### config.mk
export PLATFORM = sky130hd
export DESIGN_NAME = regFile
export DESIGN_NICKNAME = d
export VERILOG_FILES = /design/src/verilog/mipsPkg.sv /design/src/verilog/regFile.sv
export SDC_FILE = /design/constraint.sdc
export NUM_CORES = 2
export LEC_CHECK = 0
export BUFFER_PORTS_ARGS = -buffer_cell sky130_fd_sc_hd__buf_2
export CORE_MARGIN = 5
export CORE_UTILIZATION = 62
export DETAILED_ROUTE_END_ITERATION = 12
export PLACE_DENSITY = 0.84
export SLEW_MARGIN = 10
export SYNTH_ARGS = -nofsm -noshare
export SYNTH_HDL_FRONTEND = slang
export SYNTH_SLANG_ARGS = --single-unit
export TNS_END_PERCENT = 10
### constraint.sdc
create_clock -name clock -period 2.4 [get_ports clock]
set_clock_uncertainty 0.1 [all_clocks]
set_input_delay 0.24 -clock clock [delete_from_list [all_inputs] [get_ports clock]]
set_output_delay 0.24 -clock clock [all_outputs]
set_load 0.05 [all_outputs]
### src/verilog/mipsPkg.sv
`default_nettype none

package mipsPkg;

    // Machine word and register index widths
    localparam int dataWidth = 32;
    localparam int regAddrWidth = 5;

    typedef logic [dataWidth-1:0] wordT;
    typedef logic [regAddrWidth-1:0] regAddrT;

    // Six-bit opcodes in instruction bits 31:26
    // Values outside this list decode as a no-operation
    typedef enum logic [5:0] {
        ADD   = 6'd0,
        ADDI  = 6'd1,
        SUB   = 6'd2,
        SUBI  = 6'd3,
        AND   = 6'd8,
        OR    = 6'd9,
        BEQZ  = 6'd11,
        BNEQZ = 6'd12,
        LW    = 6'd13,
        SW    = 6'd14,
        SLT   = 6'd15,
        SLTI  = 6'd16,
        HLT   = 6'd63
    } opcodeT;

    // Instruction classes steer the later stages
    typedef enum logic [2:0] {
        RR_ALU = 3'b000,
        RI_ALU = 3'b010,
        LOAD   = 3'b011,
        STORE  = 3'b100,
        BRANCH = 3'b101,
        NOP    = 3'b110,
        HALT   = 3'b111
    } instrClassT;

    // IF/ID register contents
    typedef struct packed {
        wordT instr;
        wordT npc;
    } ifIdT;

    // ID/EX register contents
    typedef struct packed {
        instrClassT cls;
        opcodeT opcode;
        regAddrT rs;
        regAddrT rt;
        regAddrT dest;
        logic regWrite;
        logic memWrite;
        wordT opA;
        wordT opB;
        wordT imm;
        wordT npc;
    } idExT;

    // EX/MEM register contents
    typedef struct packed {
        instrClassT cls;
        regAddrT dest;
        logic regWrite;
        logic memWrite;
        wordT result;
        wordT storeData;
    } exMemT;

    // Register file write, also the MEM/WB forwarding source
    typedef struct packed {
        logic we;
        regAddrT dest;
        wordT data;
    } wbWriteT;

    // Opcode 62 is unassigned, so this word decodes as a no-operation
    localparam wordT bubbleInstr = 32'hF800_0000;

    localparam ifIdT ifIdBubble = '{instr: bubbleInstr, npc: '0};

    localparam idExT idExBubble = '{
        cls: NOP, opcode: ADD, rs: '0, rt: '0, dest: '0, regWrite: 1'b0,
        memWrite: 1'b0, opA: '0, opB: '0, imm: '0, npc: '0
    };

    localparam exMemT exMemBubble = '{
        cls: NOP, dest: '0, regWrite: 1'b0, memWrite: 1'b0, result: '0, storeData: '0
    };

endpackage

`default_nettype wire

### src/verilog/regFile.sv
`timescale 1ns/1ps
`default_nettype none

module regFile (
    input  logic                 clock,
    input  logic                 rst,
    input  mipsPkg::regAddrT     rsAddr,
    input  mipsPkg::regAddrT     rtAddr,
    output mipsPkg::wordT        rsData,
    output mipsPkg::wordT        rtData,
    input  mipsPkg::wbWriteT     wbWrite
);

    localparam int numRegs = 2 ** mipsPkg::regAddrWidth;

    mipsPkg::wordT regs [numRegs];

    // Registers start at zero so the architectural state is defined after reset
    always_ff @(posedge clock) begin
        if (rst) begin
            for (int i = 0; i < numRegs; i++) begin
                regs[i] <= '0;
            end
        end else if (wbWrite.we) begin
            regs[wbWrite.dest] <= wbWrite.data;
        end
    end

    // r0 always reads zero
    // A write landing this cycle is passed straight to the reader
    assign rsData = (rsAddr == '0) ? '0 :
                    (wbWrite.we && wbWrite.dest == rsAddr) ? wbWrite.data : regs[rsAddr];
    assign rtData = (rtAddr == '0) ? '0 :
                    (wbWrite.we && wbWrite.dest == rtAddr) ? wbWrite.data : regs[rtAddr];

endmodule

`default_nettype wire

# Word-level counts from Yosys, hierarchy flattened
# Memory sizes are Yosys's and may differ from the RTL's.
# Cells that the tools add are included.
# Widths: inputs -> output; s select.
# classes
n_reduce_logical	5
n_eq_ne	2
muxes	12
# op_table
cell	n
$mux 32	5
$reduce_or 32->1	1
$eq 5x5->1	2
$logic_not 5->1	2
$mux 1	6
$mux 5	1
$logic_and 1x1->1	2
# word_totals
wordCells	20
in_bits	50
memories	1
reg_bits	0
ramBits	1024
output_inout_bits	64
# mem_list
memory	words	width	read_ports	rd_clocked_by_memory_dff	wr	line	text
regs	32	32	2	0	32	regFile.sv:16	mipsPkg::wordT regs [numRegs];

# Depth between registers and ports, before layout
# logic_depth
ltp_word	5
mapped_depth	10
ltp_nobuf	5

# Least setup slack after synthesis
# No wires, ideal clock.
# synth_path
path_type	input -> output
start	input rsAddr[0]
end	output rsData[18]
t_arrival_ns	2.336
path_stages	9
setup_slack_ns	-0.276
path_cell_list	buf_4 buf_12 buf_6 buf_6 buf_6 mux2i_1 a221oi_1 a21oi_1 a31oi_1
# synth_via
elab_chain_len	4
# synth_lines
element	line	text
start, declared	regFile.sv:7	input mipsPkg::regAddrT rsAddr,
parallel branches: the longest is 3 deep, another holds $mem_v2 32x32	--	
$mux 32 (*)	regFile.sv:31	assign rsData = (rsAddr == '0) ? '0 :
end, declared	regFile.sv:9	output mipsPkg::wordT rsData,
# Mark *: on every way between the ends.

==> impl_metrics.py <==
metrics = {
    "status": {
        "result_of_the_run": "finished, violations left",
        "violations": "setup timing",
    },
    "timing": {
        "postLayoutSetupSlackWorst_ns": -0.602,
        "final-setup-viol-count": 64,
        "timing.setup.tns_ns": -27.38,
        "maxSlewHeadroom": 0.340,
        "whs_ns": 0.0374,
        "layout_min_cycle_time_ns": 3.00,
        "report.final.hold_viol_count": 0,
        "timing_max_transition_violations_final": 0,
        "fmax_ghz": 0.333,
        "slew_at_the_pin_with_the_worst_max_slew_slack_ns": 0.988,
        "final.period_utilization": 1.25,
        "rsz0062_at_grt": "yes",
    },
    "grt": {
        "grt_antenna_before_repair": 13,
        "grt_max_degree": 35,
        "met3_usage": 0.142,
        "first_global_vias": 41300,
        "grt_use_met1": 0.516,
        "grt-busiest-layer": "met2",
        "grt.met2_usage": 0.613,
        "gr-usage-all-layers": 0.415,
        "grt-ovfl-total": 0,
        "grt_pass1_wl_microns": 283000,
    },
    "worst_hold_path": {
        "worst_hold_path.num_cells": 2,
        "hold_class": "in2reg",
    },
    "yosys": {
        "synth_cells": 3832,
        "ys_dominant_reg_cell": "edfxtp_1",
        "ys_async_sr_fraction": 0,
        "synth_top_area_share": 0.556,
        "ys_top_cells_by_count": "and2_1 (1027), edfxtp_1 (1024), mux4_2 (377)",
        "synth_edf_count": 1024,
        "synth_top_area_cell": "edfxtp_1",
        "ys_top_cells_by_area": "edfxtp_1 (56%), mux4_2 (15%), and2_1 (12%)",
        "postSynthRegisterBits": 1024,
        "syn-cell-area_sq_mm": 0.0553,
        "yosysSeqAreaShare": 0.556,
        "synth_nets": 3882,
        "synth_cell_type_count": 50,
        "synth_most_common_cell": "and2_1",
        "yosys_warnings": 0,
        "avgSynthCellArea_sq_um": 14.4,
    },
    "critical_path": {
        "critPathKind": "reg2out",
        "worst_setup_path_end_kind": "primary output",
        "worst-path-max-fanout": 2,
        "crit_required_ns": 2.06,
        "startpoint_type": "register",
        "worst_path_arrival_ns": 2.66,
    },
    "clock_tree": {
        "ctsHtreeMaxLevel": 3,
        "clkSinkCount": 1024,
        "clk_transition_reported_paths_ns": 0.06,
        "cts_tree": "built",
        "buffer_depth_of_the_longest_clock_path": 3,
        "cts_root_buffer": "clkbuf_16",
        "cts_inserted_buffers": 106,
    },
    "floorplanning": {
        "core_area_sq_mm": 0.0884,
        "initial_utilization": 0.625,
        "io_pins": 114,
        "floorplan.die.height_microns": 309,
        "total_die_area_sq_mm": 0.0952,
        "dieWidth_microns": 309,
        "num_rows": 109,
    },
    "power_and_ir_drop": {
        "peakVddDrop_v": 0.000628,
        "fin_total_pwr_mw": 45.8,
        "leakage_nw": 24.1,
        "power.density_cell_area_mw_per_mm2": 692,
    },
    "flow_run": {
        "number_of_maximum_capacitance_violations": 0,
    },
    "placed_design": {
        "place_inst": 5216,
        "dp_hpwl_microns": 130000,
        "gpl.final_weighted_congestion": 1.00,
        "portBuffers": 113,
    },
    "final_layout": {
        "count_of_fill_cells_added_during_filler_insertion": 4928,
        "syn_to_final_growth_pct": 19.6,
        "register_with_the_highest_flop_count": "regs",
        "final-instance-count-excl-fill": 5440,
        "multi_input_area_sq_mm": 0.0236,
        "largest_register_ff_count": 1024,
        "sequential_cell_area_sq_mm": 0.0307,
        "layout-drive-gt1-share": 0.344,
        "final_nets": 4218,
        "postLayoutCoreUtil": 0.748,
        "reg.largest.list": "regs (1024)",
    },
    "routing": {
        "drt-wirelength-per-cell_microns": 36.8,
        "final_antenna_net_count": 0,
        "first_iter_violations": 7562,
        "vias": 40800,
        "drc_errors": 0,
        "detail_route.first_pass.iterations": 8,
        "route.detailed.vias_per_inst": 7.51,
        "totalWireLength_microns": 200000,
    },
}
-- stage by stage --
step	setup WS (ns)	cell area, sq um
6_report	-0.602	66100
5_1_grt	-0.595	66100
4_1_cts	-0.506	65700
3_5_place_dp	-0.480	61400
3_3_place_gp	-0.485	61400
2_1_floorplan	-0.276	55300
-- worst max-delay path, cell delays in order, from the launching register on --
cell	delay (ns)
edfxtp_1	0.40
mux4_2	0.61
a22oi_2	0.21
nand2_1	0.10
a221o_1	0.45
buf_12	0.20
-- cell usage in the layout, fill, tap and decap left out, types with 36 or more instances in the layout --
master | Yosys | final
nand2_1 | 64 | 54
mux2i_1 | 326 | 316
o221ai_1 | 38 | 36
a21oi_1 | 65 | 41
a22oi_2 | 0 | 42
buf_6 | 27 | 37
buf_12 | 1 | 146
clkbuf_16 | 0 | 107
a22oi_1 | 111 | 69
and2_1 | 1027 | 1026
buf_2 | 71 | 41
edfxtp_1 | 1024 | 1024
buf_4 | 21 | 407
mux4_2 | 377 | 377
-- cell type report --
class,count,share of cell area
Antenna cell,19,0.000719
Sequential cell,1024,0.465
Inverter,2,0.000114
Multi-Input combinational cell,2390,0.357
Clock buffer,121,0.0413
Tap cell,1165,0.0220
Clock inverter,75,0.0119
Timing Repair Buffer,644,0.102
-- metal layers --
metal / wire length, microns / share of wire
met1: 61800 / 0.31
met2: 87800 / 0.44
met4: 18300 / 0.091
met3: 32400 / 0.16
met5: 91 / 0.00045
-- cell families (layout without fill, tap and decap cells) --
kind of cell	after synthesis	in the layout	share of synthesized area
mux	709	709	0.214
compound gates	455	455	0.0599
flops	1024	1024	0.556
simple gates	1216	1216	0.133
other cells	0	19	0
xor+xnor	10	10	0.00158
buf+inv	418	842	0.0354
-- power by group --
part	internal (mW)	total, mW	switching (mW)
combinational	3.23	7.66	4.42
clock	9.61	16.9	7.27
sequential	20.6	21.2	0.579
-- path summary, 6_finish.rpt --
kind / from / end / slack (ns)
max: regs[7][31] / rsData[31] / -0.60
min: wbWrite[9] / regs[5][9] / 0.04
-- repair_timing --
| item | in CTS | in global routing |
|---|---|---|
| buffers inserted | 1 | 1 |
| resized for setup | 237 | 78 |
| pin swaps | 67 | 48 |
| endpoints found under the hold margin | 75 | 0 |
| hold buffers | 10 | 0 |
| setup endpoints to repair | 64 | 64 |
Note: power is estimated with default switching activity, not from simulation.
