<file path="src/verilog/mipsPkg.sv">
`default_nettype none

package mipsPkg;

    // Machine word and register index widths
    localparam int dataWidth = 32;
    localparam int regAddrWidth = 5;

    typedef logic [dataWidth-1:0] wordT;
    typedef logic [regAddrWidth-1:0] regAddrT;

    // Six-bit opcodes in instruction bits 31:26
    // Values outside this list decode as a no-operation
    typedef enum logic [5:0] {
        ADD   = 6'd0,
        ADDI  = 6'd1,
        SUB   = 6'd2,
        SUBI  = 6'd3,
        AND   = 6'd8,
        OR    = 6'd9,
        BEQZ  = 6'd11,
        BNEQZ = 6'd12,
        LW    = 6'd13,
        SW    = 6'd14,
        SLT   = 6'd15,
        SLTI  = 6'd16,
        HLT   = 6'd63
    } opcodeT;

    // Instruction classes steer the later stages
    typedef enum logic [2:0] {
        RR_ALU = 3'b000,
        RI_ALU = 3'b010,
        LOAD   = 3'b011,
        STORE  = 3'b100,
        BRANCH = 3'b101,
        NOP    = 3'b110,
        HALT   = 3'b111
    } instrClassT;

    // IF/ID register contents
    typedef struct packed {
        wordT instr;
        wordT npc;
    } ifIdT;

    // ID/EX register contents
    typedef struct packed {
        instrClassT cls;
        opcodeT opcode;
        regAddrT rs;
        regAddrT rt;
        regAddrT dest;
        logic regWrite;
        logic memWrite;
        wordT opA;
        wordT opB;
        wordT imm;
        wordT npc;
    } idExT;

    // EX/MEM register contents
    typedef struct packed {
        instrClassT cls;
        regAddrT dest;
        logic regWrite;
        logic memWrite;
        wordT result;
        wordT storeData;
    } exMemT;

    // Register file write, also the MEM/WB forwarding source
    typedef struct packed {
        logic we;
        regAddrT dest;
        wordT data;
    } wbWriteT;

    // Opcode 62 is unassigned, so this word decodes as a no-operation
    localparam wordT bubbleInstr = 32'hF800_0000;

    localparam ifIdT ifIdBubble = '{instr: bubbleInstr, npc: '0};

    localparam idExT idExBubble = '{
        cls: NOP, opcode: ADD, rs: '0, rt: '0, dest: '0, regWrite: 1'b0,
        memWrite: 1'b0, opA: '0, opB: '0, imm: '0, npc: '0
    };

    localparam exMemT exMemBubble = '{
        cls: NOP, dest: '0, regWrite: 1'b0, memWrite: 1'b0, result: '0, storeData: '0
    };

endpackage

`default_nettype wire

</file>
<file path="src/verilog/fetchStage.sv">
`timescale 1ns/1ps
`default_nettype none

module fetchStage #(
    parameter int memWords = 1024
) (
    input  logic                 clock,
    input  logic                 rst,
    input  logic                 halted,
    input  logic                 stall,
    input  logic                 redirect,
    input  mipsPkg::wordT        redirectTarget,
    output mipsPkg::wordT        instrAddr,
    input  mipsPkg::wordT        instrData,
    output mipsPkg::ifIdT        ifId
);

    localparam int addrBits = $clog2(memWords);

    mipsPkg::wordT pc;
    mipsPkg::wordT pcNext;
    mipsPkg::wordT target;

    // The PC wraps inside the memory so it never points past the last word
    assign pcNext = mipsPkg::wordT'(pc[addrBits-1:0] + 1'b1);
    assign target = mipsPkg::wordT'(redirectTarget[addrBits-1:0]);
    assign instrAddr = pc;

    always_ff @(posedge clock) begin
        if (rst) begin
            pc <= '0;
            ifId <= mipsPkg::ifIdBubble;
        end else if (!halted) begin
            if (redirect) begin
                // Taken branch in EX, the word being fetched now is on the wrong path
                pc <= target;
                ifId <= mipsPkg::ifIdBubble;
            end else if (!stall) begin
                pc <= pcNext;
                ifId <= '{instr: instrData, npc: pcNext};
            end
            // Under stall both PC and IF/ID keep the instruction waiting on the load
        end
    end

    // Once the core halts the instruction stream is frozen
    pcFrozenWhenHalted: assert property (@(posedge clock) disable iff (rst)
        halted |=> $stable(pc));

endmodule

`default_nettype wire

</file>
<file path="config.mk">
export PLATFORM = sky130hd
export DESIGN_NAME = fetchStage
export DESIGN_NICKNAME = d
export VERILOG_FILES = /design/src/verilog/mipsPkg.sv /design/src/verilog/fetchStage.sv
export SDC_FILE = /design/constraint.sdc
export NUM_CORES = 1
export LEC_CHECK = 0
export BUFFER_PORTS_ARGS = -buffer_cell sky130_fd_sc_hd__buf_4
export CORE_MARGIN = 2
export CORE_UTILIZATION = 40
export DETAILED_ROUTE_END_ITERATION = 8
export HOLD_SLACK_MARGIN = 0.08
export PLACE_DENSITY = 0.86
export SLEW_MARGIN = 20
export SYNTH_ARGS = -nofsm -noshare
export SYNTH_HDL_FRONTEND = slang
export SYNTH_SLANG_ARGS = --single-unit
</file>
<file path="constraint.sdc">
create_clock -name clock -period 3.7 [get_ports clock]
set_input_delay 0 -clock clock [delete_from_list [all_inputs] [get_ports clock]]
set_output_delay 0 -clock clock [all_outputs]
set_load 0.02 [all_outputs]
</file>
== Word level (Yosys, flattened, before mapping) ==
Cells that the tools add are included.

* Bits of input ports: 69
* Word-level logic and storage cells: 11
* Register bits after elaboration: 96

* $add $sub $neg: 1
* Reductions and logical operators: 1
* Equality and inequality tests: 1
* Muxes and demuxes: 4
* Bitwise gates (word level): 1

{| class="wikitable"
|+ Operator list
! cell !! count
|-
| $mux W64 || 2
|-
| $mux W32 || 2
|-
| $add A10 B1 Y11 const B || 1
|-
| $ne A2 B1 Y1 const B || 1
|-
| $reduce_and A2 Y1 || 1
|-
| $not A1 Y1 || 1
|}

== Logic depth before layout (Yosys ltp) ==
* Depth after elaboration: 3
* Gate-level depth with buffers: 6
* Depth with buffers taken out: 5

== Worst setup path after synthesis ==
Ideal clock, no wire load.

* Path type: register to register
* From: register pc[0] (netlist: instrAddr[0])
* To: register pc[8] (netlist: instrAddr[8])
* Data required time: 3.578 ns
* Clock period less this slack: 1.549 ns
* Path slack: 2.151 ns
* Stages on the path, launching flop included: 7
* Arrival time: 1.427 ns
* Setup time: 0.122 ns
* Cells stage by stage: dfxtp_1 -> ha_1 -> clkbuf_2 -> nand4_1 -> nor2_1 -> a311o_1 -> a21oi_1

* Longest elaborated chain between the ends: 3

{| class="wikitable"
|+ RTL lines
! element !! RTL line !! text
|-
| start: declaration || fetchStage.sv:20 || <nowiki>mipsPkg::wordT pc;</nowiki>
|-
| start signal: assignment || fetchStage.sv:36 || <nowiki>pc <= target;</nowiki>
|-
| start signal: assignment || fetchStage.sv:39 || <nowiki>pc <= pcNext;</nowiki>
|-
| $add A10 B1 Y11 || fetchStage.sv:25 || <nowiki>assign pcNext = mipsPkg::wordT'(pc[addrBits-1:0] + 1'b1);</nowiki>
|-
| $mux W32 || fetchStage.sv:38 || <nowiki>end else if (!stall) begin</nowiki>
|-
| $mux W32 || fetchStage.sv:34 || <nowiki>if (redirect) begin</nowiki>
|}

Every way passes these cells. The select of a mux whose other input is x is not followed.
A chain may end at the register's enable or synchronous reset.

== Worst setup path after layout ==
* From: register pc[0] (netlist: instrAddr[0])
* To: register ifId[6] in the netlist's numbering

* Longest elaborated chain between the ends: 3

{| class="wikitable"
|+ RTL lines
! element !! RTL line !! text
|-
| $add A10 B1 Y11 || fetchStage.sv:25 ||
|-
| $mux W64 || fetchStage.sv:38 ||
|-
| $mux W64 || fetchStage.sv:34 ||
|-
| end signal: assignment || fetchStage.sv:32 || <nowiki>ifId <= mipsPkg::ifIdBubble;</nowiki>
|-
| end signal: assignment || fetchStage.sv:37 || <nowiki>ifId <= mipsPkg::ifIdBubble;</nowiki>
|-
| end signal: assignment || fetchStage.sv:40 || <nowiki>ifId <= '{instr: instrData, npc: pcNext};</nowiki>
|-
| end: declaration || fetchStage.sv:15 || <nowiki>output mipsPkg::ifIdT ifId</nowiki>
|}

Every way passes these cells. The select of a mux whose other input is x is not followed.

==> out/metrics.cfg <==
[yosys]
syn_area_per_cell_um2 = 8.348
synth_area_leader_cell = dfxtp_1
synth.distinct_cells = 43
syn-cell-area_um2 = 2746
synth_edf_count = 0
synth_seq_cells = 53
netlist_instances = 329
synth-seq-area-share_pct = 38.63
synth_top_area_share_pct = 38.63
synth_ff_type = dfxtp_1
synthTopCellsByArea = dfxtp_1, buf_4, nor4b_1
synthArstFlopShare_pct = 0
yosysWarnings = 0

[drt]
wl_per_cell_um = 14.06
drt_iter0_markers = 107
vias = 2527
viasPerCell = 5.095
wl_mm = 6.976
drc_errors = 0
drt_first_pass_iters = 4
antenna_left = 0

[grt]
antenna_found_initial = 0
grtUsageTotal_pct = 18.29
grt_pass1_wl_mm = 11.18
overflow = 0
grt_pass1_vias = 2471
grt_max_degree = 59

[worst_hold_path]
min_path_type = in -> reg
holdPathEnd = instrAddr[2]$_SDFFE_PP0P_
min_from = redirectTarget[2]
min_path_cells = 4

[critical_path]
endpoint_kind = flop
cp_data_required_time_ns = 3.87
path_cells = ha_1 -> and4_1 -> a21boi_0 -> o21ai_0 -> a21oi_1
reg2regPathDepth = 5
crit_fanout = 8
worstReg2RegEnd = ifId[6]$_SDFFE_PP0P_
cp_slowest_cell = dfxtp_1
crit_family = flip-flops
rr_startpoint = instrAddr[0]$_SDFFE_PP0P_
crit_type = reg -> reg
path_buf_inv = 0
reg2reg_slack_ns = 1.98
critPathMaxStageDelay_ns = 0.51
start_kind = flop
cp.arrival_ns = 1.88
startpoint = instrAddr[0]$_SDFFE_PP0P_

[cts]
root_buffer = clkbuf_8
cts_max_path_buffers = 2
cts_tree = yes
htree_num_levels = 2
post_cts_resized = 0
clock_latency_ns = 0.30
cts_made_buffers = 5
post-cts-setup-buffers = 0
clkTransAtPathRegs_ns = 0.09
cts.sinks = 53

[run_status]
status = finished clean

[timing]
period_share_pct = 46.36
fin_skew_ns = 0.006882
setup_tns_ns = 0
slew_violations = 0
rsz0062_at_grt = false
setup_viol = 0
min_period_ns = 1.715
fmax_mhz = 583.0
tightest_slew_ns = 0.7339
final_hold_viol_count = 0
slew_headroom_pct = 51.08

[layout]
drive_gt1_share_pct = 27.64
fillerInstances = 613
syn2layout_area_growth_pct = 27.02
stdcell_count = 496
antennaDiodeCount = 0
nets = 486

[placed_design]
gp_congestion = 0.7906
placedCellCount = 478
portBuffers = 100
dp_hpwl_mm = 4.607

[pwr]
vdd_drop_max_mv = 0.1583
leakagePower_nw = 1.486
powerDensity_nw_per_um2 = 334.5

[floorplanning]
fp.dieH_um = 86.86
initial_utilization_pct = 40.88
io_pins = 165
core-area_um2 = 6719
row_count = 30
die_w_um = 86.86
die-area_um2 = 7545

[job]
maxCapViolCount = 0

-- cell usage after synthesis, drive strengths merged, types with 2 or more instances --
| cell | n |
|---|---|
| o21bai | 5 |
| nand2 | 15 |
| o2bb2ai | 4 |
| nor2 | 47 |
| buf | 61 |
| nor3 | 7 |
| nand3 | 6 |
| inv | 3 |
| nand3b | 2 |
| dfxtp | 53 |
| a31oi | 3 |
| nor4 | 4 |
| clkbuf | 12 |
| nor4b | 27 |
| a21oi | 41 |
| nand2b | 4 |
| o21ai | 6 |
| nand4 | 2 |
| a22oi | 2 |
| o31ai | 4 |
| xnor2 | 7 |
-- power by group --
group          internal [mW]  total (mW)  switching (mW)
Combinational         0.0912       0.234           0.142
Clock                  0.149       0.327           0.178
Sequential             0.588       0.606          0.0183
Total                  0.828        1.17           0.339
-- tightest hold or removal path, delay by kind of cell --
kind	cells	cell delay, ns
compound gates	2	0.23
simple gates	1	0.05
buf+inv	1	0.08
-- state kept, by name, summed over array words and instances, names as in the netlist --
signal / cells
instrAddr: 11
ifId: 42
-- what timing repair did --
| item | 4_1_cts | 5_1_grt |
|---|---|---|
| endpoints found under the setup margin | 0 | 0 |
| endpoints found under the hold margin | 11 | 0 |
| hold buffers | 11 | 0 |
-- metal layers --
layer	share of wire [%]	vias up	global-route usage (%)
met2	49	104	32.13
li1	-	1232	-
met1	43	1185	22.37
met4	0.52	0	3.267
met3	7.8	6	5.308
met5	0	-	0
-- cell usage in the layout (no fill, tap or decap), drive strengths merged, types with 2 or more instances in the layout --
cell	n
o21ai	6
nand3	6
o2bb2ai	4
clkbuf	7
nand2b	4
nand4	2
buf	101
nor3	7
nor2	47
nand2	15
xnor2	7
a31oi	3
dlygate4sd3	11
conb	42
a22oi	2
nor4	4
nand3b	2
dfxtp	53
o21bai	5
inv	3
a21oi	41
o31ai	4
nor4b	27
-- layout make-up --
class                   instances  area, µm²  share of cell area (%)
multi-input cells             241       1361                   39.02
well taps                      80      100.1                   2.869
flip-flops and latches         53       1061                   30.42
inverters                       3      11.26                  0.3228
clock buffers                   7      86.33                   2.475
repair buffers                112      868.3                   24.89
-- worst max-delay path by stage --
stage / end / cells past startpoint
after detailed placement: instrAddr[4]$_SDFFE_PP0P_ / 6
after floorplan: instrAddr[8]$_SDFFE_PP0P_ / 6
after global placement: instrAddr[2]$_SDFFE_PP0P_ / 6
after global routing: ifId[6]$_SDFFE_PP0P_ / 5
after CTS: ifId[6]$_SDFFE_PP0P_ / 5
final: ifId[6]$_SDFFE_PP0P_ / 5
-- cells by family (layout without fill, tap and decap cells) --
kind of cell | count (synthesis) | in the layout | share of synthesized area (%)
fa+ha+maj | 1 | 1 | 0.4555
xor+xnor | 7 | 7 | 2.232
flops | 53 | 53 | 38.63
compound gates | 74 | 74 | 16.77
simple gates | 116 | 116 | 24.01
buf+inv | 76 | 122 | 17.40
other cells | 1 | 42 | 0.1365
mux | 1 | 1 | 0.3645
-- per-stage QoR --
step	total power [mW]	area (µm²)	hold WS, ns	setup slack (ns)	util [%]
after floorplan	0.7975	2900	0.1544	2.151	-
after global placement	0.8374	3292	0.2433	1.921	48.99
after detailed placement	0.8420	3292	0.2552	1.895	48.99
after CTS	1.179	3488	0.08523	1.944	51.92
after global routing	1.226	3488	0.1019	1.845	51.92
final	1.167	3488	0.08552	1.985	51.92
No activity file was read; power rests on OpenSTA's default activity.
