[config.mk]
export PLATFORM = sky130hd
export DESIGN_NAME = memWriteback
export DESIGN_NICKNAME = d
export VERILOG_FILES = /design/src/verilog/mipsPkg.sv /design/src/verilog/memWriteback.sv
export SDC_FILE = /design/constraint.sdc
export NUM_CORES = 1
export LEC_CHECK = 0
export ABC_AREA = 0
export ABC_CLOCK_PERIOD_IN_PS = 3100
export BUFFER_PORTS_ARGS = -buffer_cell sky130_fd_sc_hd__buf_2
export CAP_MARGIN = 25
export CELL_PAD_IN_SITES_DETAIL_PLACEMENT = 1
export CELL_PAD_IN_SITES_GLOBAL_PLACEMENT = 1
export CORE_ASPECT_RATIO = 1.75
export CORE_MARGIN = 2
export CORE_UTILIZATION = 33
export CTS_BUF_LIST = sky130_fd_sc_hd__clkbuf_8
export CTS_CLUSTER_SIZE = 40
export DETAILED_ROUTE_END_ITERATION = 10
export HOLD_SLACK_MARGIN = 0.1
export PLACE_DENSITY_LB_ADDON = 0.1
export SLEW_MARGIN = 20
export SYNTH_ARGS = -nofsm -noshare
export SYNTH_HDL_FRONTEND = slang
export SYNTH_SLANG_ARGS = --single-unit
export TNS_END_PERCENT = 1
[constraint.sdc]
create_clock -name clock -period 3.1 [get_ports clock]
set_input_delay 0.155 -clock clock [delete_from_list [all_inputs] [get_ports clock]]
set_output_delay 0.155 -clock clock [all_outputs]
set_load 0.01 [all_outputs]
[src/verilog/mipsPkg.sv]
`default_nettype none

package mipsPkg;

    // Machine word and register index widths
    localparam int dataWidth = 32;
    localparam int regAddrWidth = 5;

    typedef logic [dataWidth-1:0] wordT;
    typedef logic [regAddrWidth-1:0] regAddrT;

    // Six-bit opcodes in instruction bits 31:26
    // Values outside this list decode as a no-operation
    typedef enum logic [5:0] {
        ADD   = 6'd0,
        ADDI  = 6'd1,
        SUB   = 6'd2,
        SUBI  = 6'd3,
        AND   = 6'd8,
        OR    = 6'd9,
        BEQZ  = 6'd11,
        BNEQZ = 6'd12,
        LW    = 6'd13,
        SW    = 6'd14,
        SLT   = 6'd15,
        SLTI  = 6'd16,
        HLT   = 6'd63
    } opcodeT;

    // Instruction classes steer the later stages
    typedef enum logic [2:0] {
        RR_ALU = 3'b000,
        RI_ALU = 3'b010,
        LOAD   = 3'b011,
        STORE  = 3'b100,
        BRANCH = 3'b101,
        NOP    = 3'b110,
        HALT   = 3'b111
    } instrClassT;

    // IF/ID register contents
    typedef struct packed {
        wordT instr;
        wordT npc;
    } ifIdT;

    // ID/EX register contents
    typedef struct packed {
        instrClassT cls;
        opcodeT opcode;
        regAddrT rs;
        regAddrT rt;
        regAddrT dest;
        logic regWrite;
        logic memWrite;
        wordT opA;
        wordT opB;
        wordT imm;
        wordT npc;
    } idExT;

    // EX/MEM register contents
    typedef struct packed {
        instrClassT cls;
        regAddrT dest;
        logic regWrite;
        logic memWrite;
        wordT result;
        wordT storeData;
    } exMemT;

    // Register file write, also the MEM/WB forwarding source
    typedef struct packed {
        logic we;
        regAddrT dest;
        wordT data;
    } wbWriteT;

    // Opcode 62 is unassigned, so this word decodes as a no-operation
    localparam wordT bubbleInstr = 32'hF800_0000;

    localparam ifIdT ifIdBubble = '{instr: bubbleInstr, npc: '0};

    localparam idExT idExBubble = '{
        cls: NOP, opcode: ADD, rs: '0, rt: '0, dest: '0, regWrite: 1'b0,
        memWrite: 1'b0, opA: '0, opB: '0, imm: '0, npc: '0
    };

    localparam exMemT exMemBubble = '{
        cls: NOP, dest: '0, regWrite: 1'b0, memWrite: 1'b0, result: '0, storeData: '0
    };

endpackage

`default_nettype wire

[src/verilog/memWriteback.sv]
`timescale 1ns/1ps
`default_nettype none

module memWriteback (
    input  logic                 clock,
    input  logic                 rst,
    input  mipsPkg::exMemT       exMem,
    output mipsPkg::wordT        dataAddr,
    output logic                 dataWrite,
    output mipsPkg::wordT        dataWdata,
    input  mipsPkg::wordT        dataRdata,
    output mipsPkg::wbWriteT     wbWrite,
    output logic                 halted
);

    // MEM/WB register, control part
    mipsPkg::instrClassT mwCls;
    mipsPkg::regAddrT mwDest;
    logic mwRegWrite;
    // MEM/WB register, payload part
    mipsPkg::wordT mwAluOut;
    mipsPkg::wordT mwLoadData;

    assign dataAddr = exMem.result;
    assign dataWdata = exMem.storeData;
    // Stores commit at the clock edge, never after the halt
    assign dataWrite = exMem.memWrite && !halted;

    always_ff @(posedge clock) begin
        if (rst) begin
            mwCls <= mipsPkg::NOP;
            mwDest <= '0;
            mwRegWrite <= 1'b0;
        end else if (!halted) begin
            mwCls <= exMem.cls;
            mwDest <= exMem.dest;
            mwRegWrite <= exMem.regWrite;
        end
    end

    always_ff @(posedge clock) begin
        if (!halted) begin
            mwAluOut <= exMem.result;
            mwLoadData <= dataRdata;
        end
    end

    // HLT raises halted as it leaves MEM/WB, after every older write is done
    always_ff @(posedge clock) begin
        if (rst) begin
            halted <= 1'b0;
        end else if (mwCls == mipsPkg::HALT) begin
            halted <= 1'b1;
        end
    end

    assign wbWrite = '{
        we: mwRegWrite,
        dest: mwDest,
        data: (mwCls == mipsPkg::LOAD) ? mwLoadData : mwAluOut
    };

    haltedHoldsUntilReset: assert property (@(posedge clock)
        $fell(halted) |-> $past(rst));

endmodule

`default_nettype wire

======== Yosys cells after proc, flatten, opt, wreduce, memory -nomap -nowiden ========
Index checks and enable logic that the tools add are counted.
storage, ports and cells
  input bits .............................. 108
  ROM bits ................................ 0
  logic and storage cells ................. 11
  RAM bits ................................ 0
  bits in latches ......................... 0
  memories kept ........................... 0
  output and inout port bits .............. 104
  register bits after elaboration ......... 74
cells by class
  multipliers ............................. 0
  shifts and indexed selects .............. 0
  eq/ne operators ......................... 2
  magnitude comparators ................... 0
  muxes and demuxes ....................... 1
  bitwise gates (word level) .............. 0
  $add $sub $neg .......................... 0
  reduce and logical (&&, ||, !) cells .... 2
  divide/modulo/power cells ............... 0
operator list
  operator                                                          number
  32-bit 2-to-1 mux                                                 1
  3-bit by 2-bit == test with 1-bit output (second input constant)  1
  3-bit == test (second input constant)                             1
  1-bit logical AND                                                 1
  1-bit zero test                                                   1

======== Depth between registers and ports, before layout ========
  depth after elaboration ................. 2
  mapped depth ............................ 3
  gate-level depth less buffers ........... 2

======== Least setup slack after synthesis ========
No wires, ideal clock.
  kind .................................... register to register
  from .................................... register halted
  to ...................................... register mwAluOut[0] (enable)
  stages on the path, launching flop included .. 3
  slack ................................... 864 ps
  path buffers ............................ 1
  data required time ...................... 2680 ps
  period minus slack after synthesis ...... 2236 ps
  arrival ................................. 1816 ps
  library setup time ...................... 420 ps
  cell sequence ........................... dfxtp_1 > buf_4 > inv_1
RTL lines
  what                    line                RTL
  start, declared         memWriteback.sv:13  output logic halted
  start signal, assigned  memWriteback.sv:51  halted <= 1'b0;
  start signal, assigned  memWriteback.sv:53  halted <= 1'b1;
  end signal, assigned    memWriteback.sv:43  mwAluOut <= exMem.result;
  end, declared           memWriteback.sv:21  mipsPkg::wordT mwAluOut;
No word-level cell between the ends.

==> impl.org <==
** Routing
- After detailed routing, the number of remaining DRC violations is 0.
- Drt wl/cell :: 16.5 um
- The routed design has 8150 um of wire.
- Before antenna repair, the detailed router went through 3 iterations.
- The detail route stage leaves a number of antenna-violating nets equal to 0.
- Count of routing violations after the opening detailed-route iteration :: 52
- Total number of vias :: 2109
- Detail-routed via count per cell :: 4.28

** Worst setup path
- For this design, the slowest cell found on the critical path is sky130_fd_sc_hd__nand3b_4.
- Critical register-to-register path startpoint :: halted
- Worst-case register-to-register setup slack :: 1.12 ns
- Buf/Inv on CP :: 1
- Worst Path Class, Setup :: register to output port
- The critical path goes through nand3b_4 -> mux2_4 -> buf_2.
- Measured in cells, the most critical reg-to-reg path has a length of 2.
- Data on the critical path arrives at its endpoint at 1.94 ns.
- At the worst endpoint, the required time is 2.94 ns.
- Critical path startpoint category :: register
- Largest delay share family, worst path :: simple AND/OR/NAND/NOR gates
- Of all nets on the critical path, the largest fanout is 32.
- Largest stage delay on the critical path :: 0.53 ns
- Worst flop-to-flop path endpoint :: mwLoadData[3]
- Sort of element at the end of the critical path :: output port

** Clocking
- The H-tree generated during clock tree synthesis spans 3 levels.
- The number of clock buffers added by TritonCTS is 9.
- Post-cts gate resize count :: 0
- Sink Count :: 74
- Clock tree buffer depth :: 2
- Once the clock tree was built, the setup fixing pass inserted 0 buffers.
- Clock latency of the later-clocked register in the worst-skew pair :: 0.35 ns
- Clk slew on worst S/H paths :: 0.07 ns
- TritonCTS clock tree :: done
- CTS Root Cell :: sky130_fd_sc_hd__clkbuf_8

** Yosys
- Synthesis-stage register bit count :: 74
- Synth cell types :: 16
- For this run, the number of Yosys warnings is 0.
- Mean instance size in the synthesized netlist :: 16.6 um^2
- Part of the Yosys area used for sequential elements :: 0.644
- Synthesis produced 199 cells.
- The cell area that synthesis handed to floorplanning was 3290 um^2.
- Syn_nets :: 307

** Placed design
- Routability congestion estimate :: 0.674
- After detailed placement, the total cell area comes to 3660 um^2.
- Summed over all nets, the half-perimeter wirelength after detailed placement is 5310 um.
- In this run the tool buffered the top-level ports with 147 buffer cells.

** Floorplanning
- Core Rows :: 48
- Effective utilization at floorplan :: 0.337
- In this run the count of I/O pins placed on the die edge is 212.
- Die Y :: 136 um
- Measured along the x axis, the die boundary spans 79.5 um.
- The floorplan step defined a die boundary enclosing 10800 um^2.
- The total area inside the core boundary comes to 9790 um^2.

** Final layout
- Synthesis-to-finish area growth :: 38.8%
- The number of antenna diodes in the final layout is 0.
- Multi-input gate area :: 636 um^2
- At the end of the flow, the number of nets in the layout was 471.
- Measured on the finished design, the core utilization comes to 0.467.
- Of the cells placed in the final design, the portion with a size suffix greater than 1 is 0.530.
- Across the whole layout, storage elements account for 2120 um^2.
- In the layout the commonest cells are 147 x sky130_fd_sc_hd__buf_2, 75 x sky130_fd_sc_hd__dlygate4sd3_1, 64 x sky130_fd_sc_hd__edfxtp_1.
- Area of all placed cells without fillers :: 4570 um^2
- Count of fill cells added during filler insertion :: 1022
- Most common cell after layout, fill and taps aside :: sky130_fd_sc_hd__buf_2

** Power and ir drop
- Power per Cell Area :: 476 nW/um^2
- Highest ir drop seen on vdd :: 0.000212 V
- The design draws 2.17 mW.
- Summed over all cells, the static leakage comes to 2.09 nW.

** Timing
- In the final timing run, aggregate negative setup slack is 0 ns.
- The clock arrives with 0.00882 ns of skew.
- Number of hold violations in the final report :: 0
- Final critical-path required period :: 2.10 ns
- Worst hold slack across all endpoints :: 0.117 ns
- Max-slew headroom at the worst pin :: 0.497
- Setup violations remaining at the end of the flow were counted as 0.
- Setup repair after global routing left no endpoint under its margin.
- Based on the critical path, the design can be clocked at up to 477 MHz.
- Of the available clock period, the critical path in the final layout requires 0.677.
- The final count of pins violating max slew is 0.
- Transition time of the tightest slew-check pin :: 0.753 ns

** Global routing
- The first global-routing pass estimated 12200 um of wire.
- Vias in the first global route :: 2479
- The number of antenna violations at the first check in global routing was 0.
- Global routing finished with a remaining overflow of 0.
- Entering global routing, the biggest net connects 38 pins.
- In the global route stage, overall resource usage came out at 0.157.

** Hold path
- Worst hold path cell count :: 2
- The worst hold path begins at rst.
- WHS Endpoint :: mwDest[2]
- The worst hold path belongs to the class primary input to register.

** Flow run
- The tool flagged a number of max-cap violations equal to 0.

** Status
- The run finished with clean final reports.
==> sequential cells by signal, summed over array words and instances (netlist names) <==
signal / flops
mwRegWrite: 1
mwLoadData: 32
mwDest: 5
mwAluOut: 32
halted: 1
mwCls: 3
==> worst max path at each step <==
stage,from,endpoint,slack (ns),depth (start not counted)
finish,mwCls[0],wbWrite[13],1.00,3
global route,mwCls[0],wbWrite[18],0.84,3
CTS,mwCls[0],wbWrite[4],0.89,3
detailed placement,halted,mwAluOut[22],1.07,2
global placement,halted,mwAluOut[22],1.12,2
floorplan,halted,mwAluOut[0],0.86,2
==> final cells by class <==
class,count,share of cell area
multi-input combinational,54,0.139
inverter,1,0.000821
clock inverter,7,0.00794
sequential,74,0.464
clock buffer,9,0.0271
tap,125,0.0342
timing repair buffer,223,0.327
==> worst register-to-register path: cells and delay by family, from the launching register on <==
kind | cells | cell delay, ns
flip-flops | 1 | 0.50
buffers and inverters | 2 | 1.14
==> report_power, final <==
group	internal [mW]	total (mW)	leakage, nW	switching, mW
registers	1.17	1.20	0.749	0.0283
clock network	0.279	0.616	0.0775	0.337
logic	0.208	0.356	1.27	0.148
total	1.66	2.17	2.09	0.513
==> metrics by stage <==
step	std cells	setup slack, ns
2_1_floorplan	199	0.864
3_3_place_gp	402	1.12
3_5_place_dp	402	1.07
4_1_cts	493	0.895
5_1_grt	493	0.843
6_report	493	1.00
==> metal layers <==
metal	up-vias	GRT usage	wire length [um]
met5	-	0.0300	37
met4	2	0.103	286
met3	21	0.0591	653
met2	132	0.295	4830
met1	983	0.128	2350
li1	971	-	-
==> cells in the mapped netlist (all sizes together) <==
| cell type | n | area, um^2 |
|---|---|---|
| buf | 69 | 529 |
| nor2b | 2 | 12.5 |
| and2 | 1 | 6.26 |
| inv | 1 | 3.75 |
| mux2i | 7 | 70.1 |
| nand3 | 1 | 5.00 |
| mux2 | 32 | 473 |
| clkbuf | 1 | 3.75 |
| dfxtp | 10 | 200 |
| edfxtp | 64 | 1920 |
| nand3b | 1 | 20.0 |
| a21oi | 1 | 5.00 |
| a211o | 2 | 17.5 |
| nor2 | 7 | 26.3 |
==> kinds of logic after synthesis <==
family,share of synthesized area
simple gates,0.0213
flops,0.644
compound gates,0.00684
buf+inv,0.163
mux,0.165
==> timing repair <==
item                                   in CTS  in global routing
hold buffers                               75                  0
setup endpoints to repair                   0                  0
endpoints found under the hold margin      72                  0
No activity file was read; power rests on OpenSTA's default activity.
