==> config.mk <==
export PLATFORM = sky130hd
export DESIGN_NAME = decodeStage
export DESIGN_NICKNAME = d
export VERILOG_FILES = /design/src/verilog/mipsPkg.sv /design/src/verilog/decodeStage.sv
export SDC_FILE = /design/constraint.sdc
export NUM_CORES = 1
export LEC_CHECK = 0
export BUFFER_PORTS_ARGS = -buffer_cell sky130_fd_sc_hd__buf_2
export CORE_AREA = 2 2 116 118
export CTS_CLUSTER_SIZE = 25
export DETAILED_ROUTE_END_ITERATION = 10
export DIE_AREA = 0 0 118 120
export MAX_ROUTING_LAYER = met4
export PLACE_DENSITY = 0.71
export SYNTH_ARGS = -nofsm -noshare
export SYNTH_HDL_FRONTEND = slang
export SYNTH_SLANG_ARGS = --single-unit
==> constraint.sdc <==
create_clock -name clock -period 3.6 [get_ports clock]
set_input_delay 0.36 -clock clock [delete_from_list [all_inputs] [get_ports clock]]
set_output_delay 0.36 -clock clock [all_outputs]
set_load 0.05 [all_outputs]
==> src/verilog/mipsPkg.sv <==
`default_nettype none

package mipsPkg;

    // Machine word and register index widths
    localparam int dataWidth = 32;
    localparam int regAddrWidth = 5;

    typedef logic [dataWidth-1:0] wordT;
    typedef logic [regAddrWidth-1:0] regAddrT;

    // Six-bit opcodes in instruction bits 31:26
    // Values outside this list decode as a no-operation
    typedef enum logic [5:0] {
        ADD   = 6'd0,
        ADDI  = 6'd1,
        SUB   = 6'd2,
        SUBI  = 6'd3,
        AND   = 6'd8,
        OR    = 6'd9,
        BEQZ  = 6'd11,
        BNEQZ = 6'd12,
        LW    = 6'd13,
        SW    = 6'd14,
        SLT   = 6'd15,
        SLTI  = 6'd16,
        HLT   = 6'd63
    } opcodeT;

    // Instruction classes steer the later stages
    typedef enum logic [2:0] {
        RR_ALU = 3'b000,
        RI_ALU = 3'b010,
        LOAD   = 3'b011,
        STORE  = 3'b100,
        BRANCH = 3'b101,
        NOP    = 3'b110,
        HALT   = 3'b111
    } instrClassT;

    // IF/ID register contents
    typedef struct packed {
        wordT instr;
        wordT npc;
    } ifIdT;

    // ID/EX register contents
    typedef struct packed {
        instrClassT cls;
        opcodeT opcode;
        regAddrT rs;
        regAddrT rt;
        regAddrT dest;
        logic regWrite;
        logic memWrite;
        wordT opA;
        wordT opB;
        wordT imm;
        wordT npc;
    } idExT;

    // EX/MEM register contents
    typedef struct packed {
        instrClassT cls;
        regAddrT dest;
        logic regWrite;
        logic memWrite;
        wordT result;
        wordT storeData;
    } exMemT;

    // Register file write, also the MEM/WB forwarding source
    typedef struct packed {
        logic we;
        regAddrT dest;
        wordT data;
    } wbWriteT;

    // Opcode 62 is unassigned, so this word decodes as a no-operation
    localparam wordT bubbleInstr = 32'hF800_0000;

    localparam ifIdT ifIdBubble = '{instr: bubbleInstr, npc: '0};

    localparam idExT idExBubble = '{
        cls: NOP, opcode: ADD, rs: '0, rt: '0, dest: '0, regWrite: 1'b0,
        memWrite: 1'b0, opA: '0, opB: '0, imm: '0, npc: '0
    };

    localparam exMemT exMemBubble = '{
        cls: NOP, dest: '0, regWrite: 1'b0, memWrite: 1'b0, result: '0, storeData: '0
    };

endpackage

`default_nettype wire

==> src/verilog/decodeStage.sv <==
`timescale 1ns/1ps
`default_nettype none

module decodeStage (
    input  logic                 clock,
    input  logic                 rst,
    input  logic                 halted,
    input  logic                 redirect,
    input  mipsPkg::ifIdT        ifId,
    output mipsPkg::regAddrT     rsAddr,
    output mipsPkg::regAddrT     rtAddr,
    input  mipsPkg::wordT        rsData,
    input  mipsPkg::wordT        rtData,
    output logic                 stall,
    output mipsPkg::idExT        idEx
);

    mipsPkg::opcodeT opcode;
    mipsPkg::instrClassT cls;
    mipsPkg::regAddrT rd;
    mipsPkg::regAddrT dest;
    logic regWrite;
    logic memWrite;
    logic haltSeen;

    // Field layout: opcode 31:26, rs 25:21, rt 20:16, rd 15:11, immediate 15:0
    assign opcode = mipsPkg::opcodeT'(ifId.instr[31:26]);
    assign rsAddr = ifId.instr[25:21];
    assign rtAddr = ifId.instr[20:16];
    assign rd = ifId.instr[15:11];

    always_comb begin
        cls = mipsPkg::NOP;
        dest = '0;
        regWrite = 1'b0;
        memWrite = 1'b0;
        case (opcode)
            mipsPkg::ADD, mipsPkg::SUB, mipsPkg::AND, mipsPkg::OR, mipsPkg::SLT: begin
                cls = mipsPkg::RR_ALU;
                dest = rd;
                regWrite = 1'b1;
            end
            mipsPkg::ADDI, mipsPkg::SUBI, mipsPkg::SLTI: begin
                cls = mipsPkg::RI_ALU;
                dest = rtAddr;
                regWrite = 1'b1;
            end
            mipsPkg::LW: begin
                cls = mipsPkg::LOAD;
                dest = rtAddr;
                regWrite = 1'b1;
            end
            mipsPkg::SW: begin
                cls = mipsPkg::STORE;
                memWrite = 1'b1;
            end
            mipsPkg::BEQZ, mipsPkg::BNEQZ: cls = mipsPkg::BRANCH;
            mipsPkg::HLT: cls = mipsPkg::HALT;
            default: cls = mipsPkg::NOP;
        endcase
        // A write to r0 is dropped here, so later stages never forward it
        if (dest == '0) begin
            regWrite = 1'b0;
        end
    end

    // The load result is not ready until MEM/WB, one cycle too late for EX
    assign stall = idEx.cls == mipsPkg::LOAD && idEx.regWrite &&
                   (idEx.dest == rsAddr || idEx.dest == rtAddr);

    always_ff @(posedge clock) begin
        if (rst) begin
            idEx <= mipsPkg::idExBubble;
            haltSeen <= 1'b0;
        end else if (!halted) begin
            // Redirect has priority, the instruction here is on the wrong path
            if (redirect || stall || haltSeen) begin
                idEx <= mipsPkg::idExBubble;
            end else begin
                idEx <= '{
                    cls: cls, opcode: opcode, rs: rsAddr, rt: rtAddr, dest: dest,
                    regWrite: regWrite, memWrite: memWrite, opA: rsData, opB: rtData,
                    imm: {{16{ifId.instr[15]}}, ifId.instr[15:0]}, npc: ifId.npc
                };
            end
            // Everything behind a HLT that really issued is dropped
            if (!redirect && !stall && cls == mipsPkg::HALT) begin
                haltSeen <= 1'b1;
            end
        end
    end

endmodule

`default_nettype wire

---- After elaboration in Yosys (flattened, before gate mapping) ----
Cells that the tools add are included.
word-level totals
  flip-flop bits (word level) ............. 155
  input bits .............................. 132
  output and inout bits ................... 165
operators by class
  equal/unequal tests ..................... 16
  muxes and demuxes ....................... 6
  bitwise operators ....................... 1
  reduce and logical (&&, ||, !) cells .... 17
operators by type and width
  kind                                           count
  two-way mux 154 bit                            1
  == test 6 x 4 -> 1 bit, second input constant  7
  case mux 3 bit (6 select lines)                1
  == test 6 x 2 -> 1 bit, second input constant  2
  == test 5 bit                                  2
  case mux 5 bit (2 select lines)                1
  OR reduction 9 bit                             1
  == test 6 x 1 -> 1 bit, second input constant  1
  == test 6 x 5 -> 1 bit, second input constant  1
  == test 6 bit, second input constant           1
  logical NOT 6 bit                              1
  logical NOT 5 bit                              1
  OR reduction 5 bit                             1
  logical AND 1 bit                              4
  OR reduction 4 bit                             1
  == test 3 x 2 -> 1 bit, second input constant  1
  == test 3 bit, second input constant           1
  logical OR 1 bit                               3
  two-way mux 1 bit                              3
  OR reduction 3 bit                             1
  logical NOT 1 bit                              2
  AND reduction 2 bit                            1
  OR reduction 2 bit                             1
  NOT 1 bit                                      1

---- Logic depth before layout (Yosys ltp) ----
  word-level depth ........................ 7
  gate-level depth with buffers ........... 7
  gate-level depth less buffers ........... 5

---- Worst setup path before layout ----
OpenSTA, ideal clock, no wires.
  path kind ............................... register to register
  from .................................... register idEx[151] (netlist name)
  to ...................................... register idEx[62] (netlist name)
  setup time .............................. 118 ps
  arrival time ............................ 1927 ps
  required time ........................... 3482 ps
  path slack .............................. 1555 ps
  cell stages (with the launch flop) ...... 8
  path buffers ............................ 2
  cell sequence ........................... dfxtp_1 > nand4b_1 > nor4_1 > nand3_1 > and3_4 > buf_6 > buf_6 > a22o_1
between the ends
  longest elaborated chain between the ends .. 6
RTL lines
  item                             line               RTL
  start, declared                  decodeStage.sv:15  output mipsPkg::idExT idEx
  start signal, assigned           decodeStage.sv:73  idEx <= mipsPkg::idExBubble;
  start signal, assigned           decodeStage.sv:78  idEx <= mipsPkg::idExBubble;
  start signal, assigned           decodeStage.sv:80  idEx <= '{
  == test 3 x 2 -> 1 bit           decodeStage.sv:68  assign stall = idEx.cls == mipsPkg::LOAD && idEx.regWrite &&
  logical AND 1 bit (2 in series)  decodeStage.sv:68
  logical OR 1 bit (2 in series)   decodeStage.sv:77  if (redirect || stall || haltSeen) begin
  two-way mux 154 bit              decodeStage.sv:77
No other way between the ends.
A chain may end at the register's enable or synchronous reset.

---- Final worst setup path ----
  from .................................... register idEx[130] (netlist name)
  to ...................................... register idEx[28] (netlist name)
between the ends
  longest elaborated chain between the ends .. 6
RTL lines
  item                                line               RTL
  == test 5 bit                       decodeStage.sv:69  (idEx.dest == rsAddr || idEx.dest == rtAddr);
  logical OR 1 bit (*)                decodeStage.sv:69
  logical AND 1 bit (*)               decodeStage.sv:68
  logical OR 1 bit (*) (2 in series)  decodeStage.sv:77
  two-way mux 154 bit (*)             decodeStage.sv:77
Mark *: on every way between the ends. The rest lies on a longest branch, timed or not.

==> impl_metrics.ini <==
[drt]
drtAntennaViolNets = 0
initialDrtViolationCount = 254
wl_per_cell_um = 15.5
drt-total-wl_mm = 13.2
vias = 4250
drt_first_pass_iters = 4
vias_per_cell = 4.98
route.detailed.drc = 0

[timing]
slew_headroom_pct = 40.2
setup_ws_ps = 1050
rsz0062_at_grt = false
max_freq_mhz = 392
worstMarginPinSlew_ps = 897
period_minus_slack_ps = 2550
skew_ps = 9.94
setup_viol = 0
hold_violations = 0
fin_crit_sh_pct = 70.8
finalMaxSlewViolations = 0
tns_ps = 0

[clock_tree]
clkLatencyLatePin_ps = 420
postCtsSetupRepairBufs = 0
clkTransAtPathRegs_ps = 60
htree_levels = 4
cts.sinks = 139
numCtsBuffers = 17
ctsHoldBuffers = 0
cts_tree = done
post_cts_resized = 0
clockRootBuffer = clkbuf_16
cts.path.max_buffers = 2

[logic_synthesis]
ys_types = 34
syn_nets = 538
yosys_warnings = 0
synthCells = 406
postSynthAreaPerCell_sq_um = 11.8
netlist_area_sq_um = 4800
synth-seq-cells = 139
synth-seq-area-share_pct = 57.9

[critical_path]
path_class = flop to flop
slowest_delay_ps = 790
path_delay_family = simple AND/OR/NAND/NOR gates
critPathBufInv = 1
start_kind = flop
arrival_ps = 2900
cp_max_fo = 83
cp-end-kind = flop
cpMaxStageDelayCell = and3_4
worstPathCellList = xor2_1 -> nor4_1 -> nand3_1 -> and3_4 -> buf_4 -> a22o_1
cp_data_required_time_ps = 3950
startpoint = idEx[130]$_SDFFE_PP0N_
r2r-start = idEx[130]$_SDFFE_PP0N_

[floorplan]
start_util_pct = 37.0
dieArea_sq_um = 14200
row_count = 42
core_sq_um = 13000
fp.dieW_um = 118
die_height_um = 120
top_level_ports = 297

[final_layout]
most-common-layout-cells = buf_2, dfxtp_1, a22o_1, clkbuf_16, nand2_1
syn2layout_area_growth_pct = 39.6
final_layout_size_suffix_gt1_share_pct = 49.2
antenna_cells = 0
final_nets = 796
mostFrequentLayoutCell = buf_2

[placement]
place_congestion = 0.820
dp_hpwl_mm = 9.21
place_ws_ps = 1000
io_buffers = 296

[global_routing]
grtUsageTotal_pct = 18.7
grt_pass1_wl_mm = 20.6
grt_max_degree = 133
grt_antenna_before_repair = 0
grt_pass1_vias = 4080
overflow = 0

[power_and_ir_drop]
ir_drop_mv = 0.332
p_leak_nw = 3.37
power_density_nw_per_um2 = 578

[status]
status = completed

[min_path]
min_from = ifId[13]
hp-class = input pin to flop

[run]
maxCapViolCount = 0
-- metal layers --
| layer | share of wire [%] | up-vias | track usage, % | wire length [um] |
|---|---|---|---|---|
| met5 | 0 | - | - | 0 |
| met2 | 49 | 199 | 30.2 | 6480 |
| met3 | 6.1 | 17 | 4.85 | 807 |
| met4 | 1.9 | 0 | 7.61 | 246 |
| li1 | - | 2027 | - | - |
| met1 | 43 | 2007 | 22.2 | 5670 |
-- path summary, 6_finish.rpt --
kind	slack (ps)	endpoint	cells after the start
setup reg to reg	1050	idEx[28]$_SDFFE_PP0N_	6
hold / removal	160	idEx[13]$_SDFFE_PP0N_	2
hold reg to reg	470	idEx[13]$_SDFFE_PP0N_	1
setup / recovery	1050	idEx[28]$_SDFFE_PP0N_	6
-- power breakdown --
part	total (mW)	leakage, nW	internal (mW)	switching [mW]
clock	1.71	0.280	1.04	0.667
combinational	0.537	1.95	0.155	0.382
sequential	1.63	1.13	1.60	0.0329
total	3.88	3.37	2.79	1.08
-- cell type report --
cell class	instances	area, sq um
Tap cell	176	220
Timing Repair Buffer	298	1510
Multi-Input combinational cell	206	1600
Fill cell	1197	6270
Sequential cell	139	2780
Clock inverter	13	141
Clock buffer	19	443
Inverter	2	7.51
-- kinds of logic after synthesis --
| family | after synthesis | synth area share, % |
|---|---|---|
| and+or+nand+nor | 40 | 4.35 |
| buffers and inverters | 61 | 8.86 |
| xor gates and xnor gates | 10 | 1.82 |
| AOI/OAI and AO/OA | 156 | 27.0 |
| DFF | 139 | 57.9 |
-- synthesized netlist by cell type (all sizes together) --
cell type / instances / area share (%)
dfxtp: 139 / 58
a22o: 127 / 23
buf: 41 / 7.3
clkbuf: 18 / 1.4
nand2: 13 / 1.0
o21ai: 12 / 1.3
nor2: 7 / 0.55
a22oi: 6 / 0.94
xor2: 6 / 1.1
a21oi: 4 / 0.49
nand3: 4 / 0.42
nor4: 4 / 0.52
xnor2: 4 / 0.73
nor3: 3 / 0.31
and3: 2 / 0.36
inv: 2 / 0.16
nand4b: 2 / 0.36
or4b: 2 / 0.42
a21o: 1 / 0.16
a31o: 1 / 0.18
a31oi: 1 / 0.13
a32o: 1 / 0.21
nand2b: 1 / 0.13
nand4: 1 / 0.13
nor2b: 1 / 0.13
o211ai: 1 / 0.16
o22a: 1 / 0.18
o41ai: 1 / 0.18
-- per-stage QoR --
step	total power [mW]	hold WS, ps	utilization (%)	instance area, sq um	cells
3_5_place_dp	2.20	447	47.2	6120	821
5_1_grt	4.01	136	51.7	6710	853
3_3_place_gp	2.19	438	47.2	6120	821
2_1_floorplan	2.05	419	-	4800	406
4_1_cts	3.91	140	51.7	6710	853
6_report	3.88	158	51.7	6710	853
-- registers in the layout, indices dropped and copies added (netlist names) --
signal / cells
idEx: 138
haltSeen: 1
(Power assumes the default switching activity.)
